### config.mk
export PLATFORM = sky130hd
export DESIGN_NAME = adc_acq_top
export DESIGN_NICKNAME = d
export VERILOG_FILES = /design/src/source/acq_pkg.sv /design/src/source/adc_acq_top.sv /design/src/source/fill_header_gen.sv /design/src/source/sample_packer.sv /design/src/source/burst_counter.sv /design/src/source/fill_sequencer.sv
export SDC_FILE = /design/constraint.sdc
export NUM_CORES = 1
export LEC_CHECK = 0
export ABC_CLOCK_PERIOD_IN_PS = 13500
export BUFFER_PORTS_ARGS = -buffer_cell sky130_fd_sc_hd__buf_2
export CAP_MARGIN = 10
export CORE_MARGIN = 3
export CORE_UTILIZATION = 33
export CTS_CLUSTER_DIAMETER = 80
export DETAILED_ROUTE_END_ITERATION = 10
export PLACE_DENSITY = 0.58
export SYNTH_ARGS = -nofsm -noshare
export SYNTH_HDL_FRONTEND = slang
export SYNTH_SLANG_ARGS = --single-unit
### constraint.sdc
create_clock -name adc_clk -period 13.5 [get_ports adc_clk]
set_clock_uncertainty 0.05 [all_clocks]
set_input_delay 0.675 -clock adc_clk [delete_from_list [all_inputs] [get_ports adc_clk]]
set_output_delay 0.675 -clock adc_clk [all_outputs]
set_load 0.005 [all_outputs]
### src/source/acq_pkg.sv
package acq_pkg;

    //////////////////////////////////////////////////////////////////////
    // widths and counts
    //////////////////////////////////////////////////////////////////////

    localparam int samp_w           = 12;   // adc sample value bits
    localparam int lane_w           = 16;   // one sample lane in a data word
    localparam int samples_per_word = 8;    // lanes per data word
    localparam int word_w           = 128;  // fifo word width
    localparam int burst_w          = 21;   // burst count width
    localparam int fill_num_w       = 24;   // fill number width
    localparam int tag_w            = 16;   // channel tag width
    localparam int burst_words      = 4;    // data words per burst

    localparam logic [7:0] header_mark = 8'hf1;  // top byte of every header

    localparam int lane_idx_w = $clog2(samples_per_word);     // packer lane index
    localparam int word_idx_w = $clog2(burst_words);          // word-in-burst index
    localparam int hold_w     = (samples_per_word - 1) * lane_w;  // lanes held before last
    // header bits left over below num_bursts
    localparam int hdr_pad_w  = word_w - 8 - 2 - 6 - fill_num_w - tag_w - burst_w;

    //////////////////////////////////////////////////////////////////////
    // types
    //////////////////////////////////////////////////////////////////////

    // {acq_enable1, acq_enable0}
    typedef enum logic [1:0] {
        fill_none  = 2'd0,  // disabled, triggers ignored
        fill_muon  = 2'd1,
        fill_laser = 2'd2,
        fill_ped   = 2'd3   // pedestal
    } fill_type_e;

    typedef struct packed {
        logic [tag_w-1:0]   channel_tag;       // copied into every header
        logic [burst_w-1:0] num_muon_bursts;
        logic [burst_w-1:0] num_laser_bursts;
        logic [burst_w-1:0] num_ped_bursts;
    } acq_cfg_t;

    typedef struct packed {
        logic [7:0]            mark;         // always header_mark
        fill_type_e            fill_type;
        logic [5:0]            pad;          // zero
        logic [fill_num_w-1:0] fill_num;
        logic [tag_w-1:0]      channel_tag;
        logic [burst_w-1:0]    num_bursts;   // bursts that follow this header
        logic [hdr_pad_w-1:0]  zero;
    } acq_header_t;

    typedef struct packed {
        logic              ovr;    // over-range flag from the adc
        logic [samp_w-1:0] value;
    } adc_sample_t;

    typedef struct packed {
        logic              valid;  // write enable for the fifo
        logic [word_w-1:0] dat;    // header or packed samples
    } acq_out_t;

endpackage
### src/source/adc_acq_top.sv
module adc_acq_top (
    input  logic                            adc_clk,
    input  logic                            rst_n,
    input  acq_pkg::adc_sample_t            sample,               // adc value and over-range
    input  acq_pkg::acq_cfg_t               cfg,                  // tag and burst counts
    input  logic [acq_pkg::fill_num_w-1:0]  initial_fill_num,
    input  logic                            initial_fill_num_wr,
    input  logic                            acq_enable0,          // fill type, low bit
    input  logic                            acq_enable1,          // fill type, high bit
    input  logic                            acq_trig,
    input  logic                            acq_reset,
    output acq_pkg::acq_out_t               acq_out,              // to the fifo
    output logic [acq_pkg::fill_num_w-1:0]  fill_num,
    output logic                            acq_done
);

    acq_pkg::fill_type_e          fill_type;
    acq_pkg::acq_header_t         header;
    logic [acq_pkg::word_w-1:0]   packed_word;
    logic [acq_pkg::burst_w-1:0]  num_bursts;
    logic                         header_load;
    logic                         packer_clear;
    logic                         word_step;
    logic                         word_ready;
    logic                         last_word;
    logic                         empty_fill;
    logic                         idle;

    //////////////////////////////////////////////////////////////////////
    // control
    //////////////////////////////////////////////////////////////////////

    fill_sequencer i_fill_sequencer (
        .adc_clk      (adc_clk),
        .rst_n        (rst_n),
        .acq_trig     (acq_trig),
        .acq_enable0  (acq_enable0),
        .acq_enable1  (acq_enable1),
        .acq_reset    (acq_reset),
        .header       (header),
        .packed_word  (packed_word),
        .word_ready   (word_ready),
        .last_word    (last_word),
        .empty_fill   (empty_fill),
        .fill_type    (fill_type),
        .header_load  (header_load),
        .packer_clear (packer_clear),
        .word_step    (word_step),
        .fill_done    (acq_done),       // completion pulse goes straight out
        .idle         (idle),
        .acq_out      (acq_out)
    );

    burst_counter i_burst_counter (
        .adc_clk    (adc_clk),
        .rst_n      (rst_n),
        .clear      (header_load),      // counts restart with every fill
        .word_step  (word_step),
        .num_bursts (num_bursts),
        .last_word  (last_word),
        .empty_fill (empty_fill)
    );

    //////////////////////////////////////////////////////////////////////
    // data path
    //////////////////////////////////////////////////////////////////////

    sample_packer i_sample_packer (
        .adc_clk     (adc_clk),
        .rst_n       (rst_n),
        .clear       (packer_clear),
        .sample      (sample),
        .word_ready  (word_ready),
        .packed_word (packed_word)
    );

    fill_header_gen i_fill_header_gen (
        .adc_clk             (adc_clk),
        .rst_n               (rst_n),
        .cfg                 (cfg),
        .fill_type           (fill_type),
        .header_load         (header_load),
        .initial_fill_num    (initial_fill_num),
        .initial_fill_num_wr (initial_fill_num_wr),
        .idle                (idle),
        .fill_done           (acq_done),
        .num_bursts          (num_bursts),
        .header              (header),
        .fill_num            (fill_num)
    );

endmodule

### src/source/fill_header_gen.sv
module fill_header_gen (
    input  logic                            adc_clk,
    input  logic                            rst_n,
    input  acq_pkg::acq_cfg_t               cfg,
    input  acq_pkg::fill_type_e             fill_type,
    input  logic                            header_load,          // fill start
    input  logic [acq_pkg::fill_num_w-1:0]  initial_fill_num,
    input  logic                            initial_fill_num_wr,  // one-cycle strobe
    input  logic                            idle,                 // sequencer idle
    input  logic                            fill_done,            // fill completed
    output logic [acq_pkg::burst_w-1:0]     num_bursts,           // held for the fill
    output acq_pkg::acq_header_t            header,
    output logic [acq_pkg::fill_num_w-1:0]  fill_num
);

    logic [acq_pkg::burst_w-1:0]    bursts_sel;   // burst count for the requested type
    logic [acq_pkg::fill_num_w-1:0] fill_num_q;

    always_comb begin
        case (fill_type)
            acq_pkg::fill_muon:  bursts_sel = cfg.num_muon_bursts;
            acq_pkg::fill_laser: bursts_sel = cfg.num_laser_bursts;
            acq_pkg::fill_ped:   bursts_sel = cfg.num_ped_bursts;
            default:             bursts_sel = '0;
        endcase
    end

    // fill number, a write only lands between fills
    always_ff @(posedge adc_clk) begin
        if (!rst_n) begin
            fill_num_q <= '0;
        end else if (idle && initial_fill_num_wr) begin
            fill_num_q <= initial_fill_num;
        end else if (fill_done) begin
            fill_num_q <= fill_num_q + 1'b1;               // aborted fills never get here
        end
    end

    // header and burst count captured together at fill start
    always_ff @(posedge adc_clk) begin
        if (header_load) begin
            num_bursts         <= bursts_sel;
            header.mark        <= acq_pkg::header_mark;
            header.fill_type   <= fill_type;
            header.pad         <= '0;
            header.fill_num    <= fill_num_q;
            header.channel_tag <= cfg.channel_tag;
            header.num_bursts  <= bursts_sel;
            header.zero        <= '0;
        end
    end

    assign fill_num = fill_num_q;

endmodule

### src/source/sample_packer.sv
module sample_packer (
    input  logic                          adc_clk,
    input  logic                          rst_n,
    input  logic                          clear,        // next sample goes to lane 0
    input  acq_pkg::adc_sample_t          sample,       // new sample every edge
    output logic                          word_ready,   // one-cycle pulse
    output logic [acq_pkg::word_w-1:0]    packed_word
);

    logic [acq_pkg::lane_w-1:0]     lane;         // current sample as a lane
    logic [acq_pkg::hold_w-1:0]     shift_q;      // last seven lanes, oldest lowest
    logic [acq_pkg::lane_idx_w-1:0] lane_idx_q;   // lane of the current sample
    logic                           last_lane;
    logic                           word_ready_q;
    logic [acq_pkg::word_w-1:0]     word_q;

    //////////////////////////////////////////////////////////////////////
    // lane format and shift register
    //////////////////////////////////////////////////////////////////////

    // ovr on top, reserved bits zero, value in the low bits
    assign lane = {sample.ovr,
                   {(acq_pkg::lane_w - acq_pkg::samp_w - 1){1'b0}},
                   sample.value};

    assign last_lane = (lane_idx_q == acq_pkg::lane_idx_w'(acq_pkg::samples_per_word - 1));

    // new lane in at the top, so the oldest sample ends up in lane 0
    always_ff @(posedge adc_clk) begin
        shift_q <= {lane, shift_q[acq_pkg::hold_w-1:acq_pkg::lane_w]};
    end

    // completed word, lane 7 taken straight from the input
    always_ff @(posedge adc_clk) begin
        if (last_lane && !clear) begin
            word_q <= {lane, shift_q};
        end
    end

    //////////////////////////////////////////////////////////////////////
    // lane index and ready pulse
    //////////////////////////////////////////////////////////////////////

    always_ff @(posedge adc_clk) begin
        if (!rst_n) begin
            lane_idx_q   <= '0;
            word_ready_q <= 1'b0;
        end else begin
            if (clear) begin
                lane_idx_q <= acq_pkg::lane_idx_w'(1);     // sample on this edge is lane 0
            end else begin
                lane_idx_q <= lane_idx_q + 1'b1;           // wraps 7 -> 0
            end
            word_ready_q <= last_lane && !clear;
        end
    end

    assign word_ready  = word_ready_q;
    assign packed_word = word_q;

endmodule

### src/source/burst_counter.sv
module burst_counter (
    input  logic                          adc_clk,
    input  logic                          rst_n,
    input  logic                          clear,       // fill start
    input  logic                          word_step,   // one data word sent
    input  logic [acq_pkg::burst_w-1:0]   num_bursts,  // latched for this fill
    output logic                          last_word,
    output logic                          empty_fill
);

    logic [acq_pkg::word_idx_w-1:0] word_idx_q;   // word within the burst
    logic [acq_pkg::burst_w-1:0]    burst_idx_q;  // burst within the fill
    logic                           word_wrap;    // last word of a burst

    assign word_wrap = (word_idx_q == acq_pkg::word_idx_w'(acq_pkg::burst_words - 1));

    //////////////////////////////////////////////////////////////////////
    // counters
    //////////////////////////////////////////////////////////////////////

    always_ff @(posedge adc_clk) begin
        if (!rst_n) begin
            word_idx_q  <= '0;
            burst_idx_q <= '0;
        end else if (clear) begin
            word_idx_q  <= '0;
            burst_idx_q <= '0;
        end else if (word_step) begin
            if (word_wrap) begin
                word_idx_q  <= '0;
                burst_idx_q <= burst_idx_q + 1'b1;         // next burst
            end else begin
                word_idx_q <= word_idx_q + 1'b1;
            end
        end
    end

    // final word of the final burst
    assign last_word = word_wrap
                       && (burst_idx_q == num_bursts - acq_pkg::burst_w'(1));

    // nothing after the header, the fsm skips its data state
    assign empty_fill = (num_bursts == '0);

endmodule

### src/source/fill_sequencer.sv
module fill_sequencer (
    input  logic                          adc_clk,
    input  logic                          rst_n,
    input  logic                          acq_trig,      // level trigger whose edge starts a fill
    input  logic                          acq_enable0,
    input  logic                          acq_enable1,
    input  logic                          acq_reset,     // abort the current fill
    input  acq_pkg::acq_header_t          header,        // from fill_header_gen
    input  logic [acq_pkg::word_w-1:0]    packed_word,   // from sample_packer
    input  logic                          word_ready,
    input  logic                          last_word,     // from burst_counter
    input  logic                          empty_fill,    // zero bursts programmed
    output acq_pkg::fill_type_e           fill_type,
    output logic                          header_load,
    output logic                          packer_clear,
    output logic                          word_step,
    output logic                          fill_done,
    output logic                          idle,
    output acq_pkg::acq_out_t             acq_out
);

    typedef enum logic [1:0] {
        st_idle,    // waiting for a trigger edge
        st_header,  // header on the output
        st_data,    // forwarding packed words
        st_done     // one-cycle completion pulse
    } state_e;

    state_e              state_q;
    state_e              state_d;
    logic                trig_q;        // previous acq_trig
    logic                trig_edge;
    acq_pkg::fill_type_e enable_type;   // type requested by the enables

    //////////////////////////////////////////////////////////////////////
    // trigger and control pulses
    //////////////////////////////////////////////////////////////////////

    assign enable_type = acq_pkg::fill_type_e'({acq_enable1, acq_enable0});
    assign trig_edge   = acq_trig && !trig_q;             // rising edge only
    assign idle        = (state_q == st_idle);

    // fill start with the header registered on this edge
    assign header_load = idle && trig_edge && !acq_reset
                         && (enable_type != acq_pkg::fill_none);

    assign packer_clear = (state_q == st_header);          // first sample on next edge
    assign word_step    = (state_q == st_data) && word_ready;
    assign fill_done    = (state_q == st_done);

    assign fill_type = enable_type;                        // latched by header_gen on header_load

    //////////////////////////////////////////////////////////////////////
    // state machine
    //////////////////////////////////////////////////////////////////////

    always_comb begin
        state_d = state_q;
        if (acq_reset) begin
            state_d = st_idle;                             // abort wins over everything
        end else begin
            case (state_q)
                st_idle:   if (header_load) state_d = st_header;
                st_header: state_d = empty_fill ? st_done : st_data;  // header-only fill
                st_data:   if (word_step && last_word) state_d = st_done;
                st_done:   state_d = st_idle;
                default:   state_d = st_idle;
            endcase
        end
    end

    always_ff @(posedge adc_clk) begin
        if (!rst_n) begin
            state_q <= st_idle;
            trig_q  <= 1'b0;
        end else begin
            state_q <= state_d;
            trig_q  <= acq_trig;                           // tracks during fills too
        end
    end

    // output select with valid set only by the fsm
    always_comb begin
        acq_out.valid = 1'b0;
        acq_out.dat   = packed_word;
        case (state_q)
            st_header: begin
                acq_out.valid = 1'b1;
                acq_out.dat   = header;
            end
            st_data:   acq_out.valid = word_ready;
            default:   acq_out.valid = 1'b0;
        endcase
    end

endmodule

==> qor.csv <==
metric,value,unit
seq_area_frac_synth,66.8,%
crit_arrival,2980,ps
async_reset_ff_share,0,%
netlist_area,11900,um^2
switchingPower,456,uW
drtIter0Drc,463,
ys.flop_type,edfxtp_1,
p_per_area,145,nW/um^2
max_freq,270,MHz
synthToLayoutAreaGrowth,25.2,%
synth_largest_area_cell,edfxtp_1,
synth_edf_count,167,
syn-instance-count,858,
cts_tree,yes,
dp_cells,1544,
p_comb_share,4.8,%
p_int,1.69,mW
n_fill_cell,3219,
grt-ovfl-total,0,
rsz0062_at_grt,no,
synth_area_leaders,"edfxtp_1, dfxtp_1, mux2_2",
post_cts_resize_count,0,
ff_latch_area,7920,um^2
fp-row-count,68,
seq_power_share,49.2,%
cts_max_level,2,
wl_per_cell,18.1,um
cts_buffer_depth,3,
grt_pass1_wl,43800,um
ir_worst_vdd,0.000104,V
synth_compound_area_share,6.09,%
finalSetupViolCount,0,
fin_cells,1611,
grt_usage,14.6,%
min_period,3700,ps
routed_wl,29100,um
synth_fa_ha_area_share,1.16,%
p_clk_share,46.0,%
path_max_fanout,65,
via_count,7496,
hp-class,in -> reg,
ios,277,
ys_types,61,
worstSetupPathType,reg -> out,
die_area,38200,um^2
grt_max_degree,73,
postCtsHoldBufs,0,
drive_above_1_share,36.6,%
final_common_cell,buf_2,
final_net_count,1261,
slew_viol_final,0,
end_kind,output pin,
clkTransAtPathRegs,60,ps
cts_made_buffers,36,
post_cts_buffers,0,
cap_violations,0,
whs,231,ps
multi_input_area,3710,um^2
tightest_slew,972,ps
ys_seq_elements,312,
drc,0,
firstDrtPassIters,5,
yosysWarnings,0,
p_leak,5.95,nW
hold_violations,0,
dp_hpwl,20700,um
die_h,196,um
finalSetupTns,0,ps
die_w,196,um
vias_per_cell,4.65,
status,"finished, final reports clean",
antenna_found_initial,2,
slew_headroom,35.0,%
most-common-layout-cells,"buf_2, edfxtp_1, dfxtp_1",
yosys.area_share.simple,11.8,%
cts_root_buf,clkbuf_16,
first_global_vias,7447,
ant_nets,0,
sw_frac_of_total,21.2,%
clock-sinks,312,
numPortBuffers,267,
gp_congestion,0.877,
startpoint_type,flip-flop,
core,35000,um^2
synth_mux_area_share,7.36,%
initial_utilization,33.9,%
required,12770,ps
synth-xor-area-share,4.36,%
syn_avg_cell_area,13.8,um^2
clock_latency,510,ps
synth_top_family_by_area,simple AND/OR/NAND/NOR gates,
synth.top_cell.area_share,42.3,%
finalCritPeriodShare,27.4,%
## power by group through the flow
| stage | combinational (mW) | clock [mW] | sequential [mW] |
|---|---|---|---|
| finish | 0.104 | 0.988 | 1.06 |
| global route | 0.115 | 1.06 | 1.06 |
| CTS | 0.105 | 1.02 | 1.06 |
| detailed placement | 0.105 | 0 | 1.08 |
| global placement | 0.103 | 0 | 1.08 |
| floorplan | 0.0605 | 0 | 1.07 |
## stage by stage
step	power (mW)	cell area, um^2	util (%)	worst slack, ps
after global routing	2.24	14800	42.4	9570
after CTS	2.18	14800	42.4	9740
final	2.15	14800	42.5	9800
after floorplan	1.13	11900	-	5070
after global placement	1.18	13600	38.9	10220
after detailed placement	1.18	13600	38.9	10140
## layout make-up
cell class / count / share of cell area (%)
Clock buffer: 45 / 6.79
Timing Repair Buffer: 273 / 9.31
Sequential cell: 312 / 53.3
Antenna cell: 1 / 0.0169
Tap cell: 455 / 3.84
Multi-Input combinational cell: 494 / 25.0
Clock inverter: 21 / 1.50
Inverter: 10 / 0.253
## flip-flops by register name, summed over array words and instances, names as in the netlist, 2 cells and up
| signal | cells |
|---|---|
| i_burst_counter.word_idx_q | 2 |
| i_fill_sequencer.state_q | 2 |
| i_fill_header_gen.fill_num | 24 |
| i_fill_header_gen.header | 42 |
| i_burst_counter.burst_idx_q | 21 |
| i_fill_header_gen.num_bursts | 21 |
| i_sample_packer.packed_word | 104 |
| i_sample_packer.lane_idx_q | 3 |
| i_sample_packer.shift_q | 91 |
## logic make-up after synthesis
logic type,count (synthesis)
buffers and inverters,60
other,1
AND/OR/NAND/NOR,248
adder cells (fa/ha/maj),11
XOR/XNOR,59
AO/OA/AOI/OAI,89
multiplexers,78
flip-flops,312
## layer usage
metal  vias up  GRT usage, %  wire length (um)
li1       3633             -                 -
met1      3545          19.8             13200
met2       264          23.4             13300
met3        52          3.50              1950
met4         2          4.22               594
met5         -             0                13
## synth_stat cells (5+ instances only)
cell and number:
nand3_1 23, inv_1 10, ha_1 11, o21ai_0 13
nor2_1 31, xor2_1 40, nand4_1 11, and3_1 5
xnor2_1 19, edfxtp_1 167, mux2i_1 5, or3_1 8
nor4_1 10, and4_1 5, o211a_1 21, nor3_1 9
a21oi_1 11, buf_4 12, nor2b_1 59, dfxtp_1 145
nand2b_1 5, a22o_1 21, and2_1 18, clkbuf_1 31
nand2_1 47, mux2_2 73
## path summary, 6_finish.rpt
kind | startpoint | end | slack [ps] | cells after the start
worst max-delay path | i_fill_sequencer.state_q[0]$_SDFFE_PP0P_ | acq_out[75] | 9800 | 4
worst min-delay path | sample[4] | i_sample_packer.shift_q[100]$_DFF_P_ | 230 | 1
worst max register to register | i_fill_sequencer.state_q[1]$_SDFFE_PP0P_ | i_sample_packer.packed_word[33]$_DFFE_PP_ | 10370 | 4
worst min register to register | i_sample_packer.shift_q[90]$_DFF_P_ | i_sample_packer.shift_q[74]$_DFF_P_ | 290 | 0
## worst max-delay path: stages, from the launching register on
cell	delay, ps
dfxtp_1	480
ha_4	680
buf_4	680
mux2_2	410
buf_2	130
No activity file was read; power rests on OpenSTA's default activity.
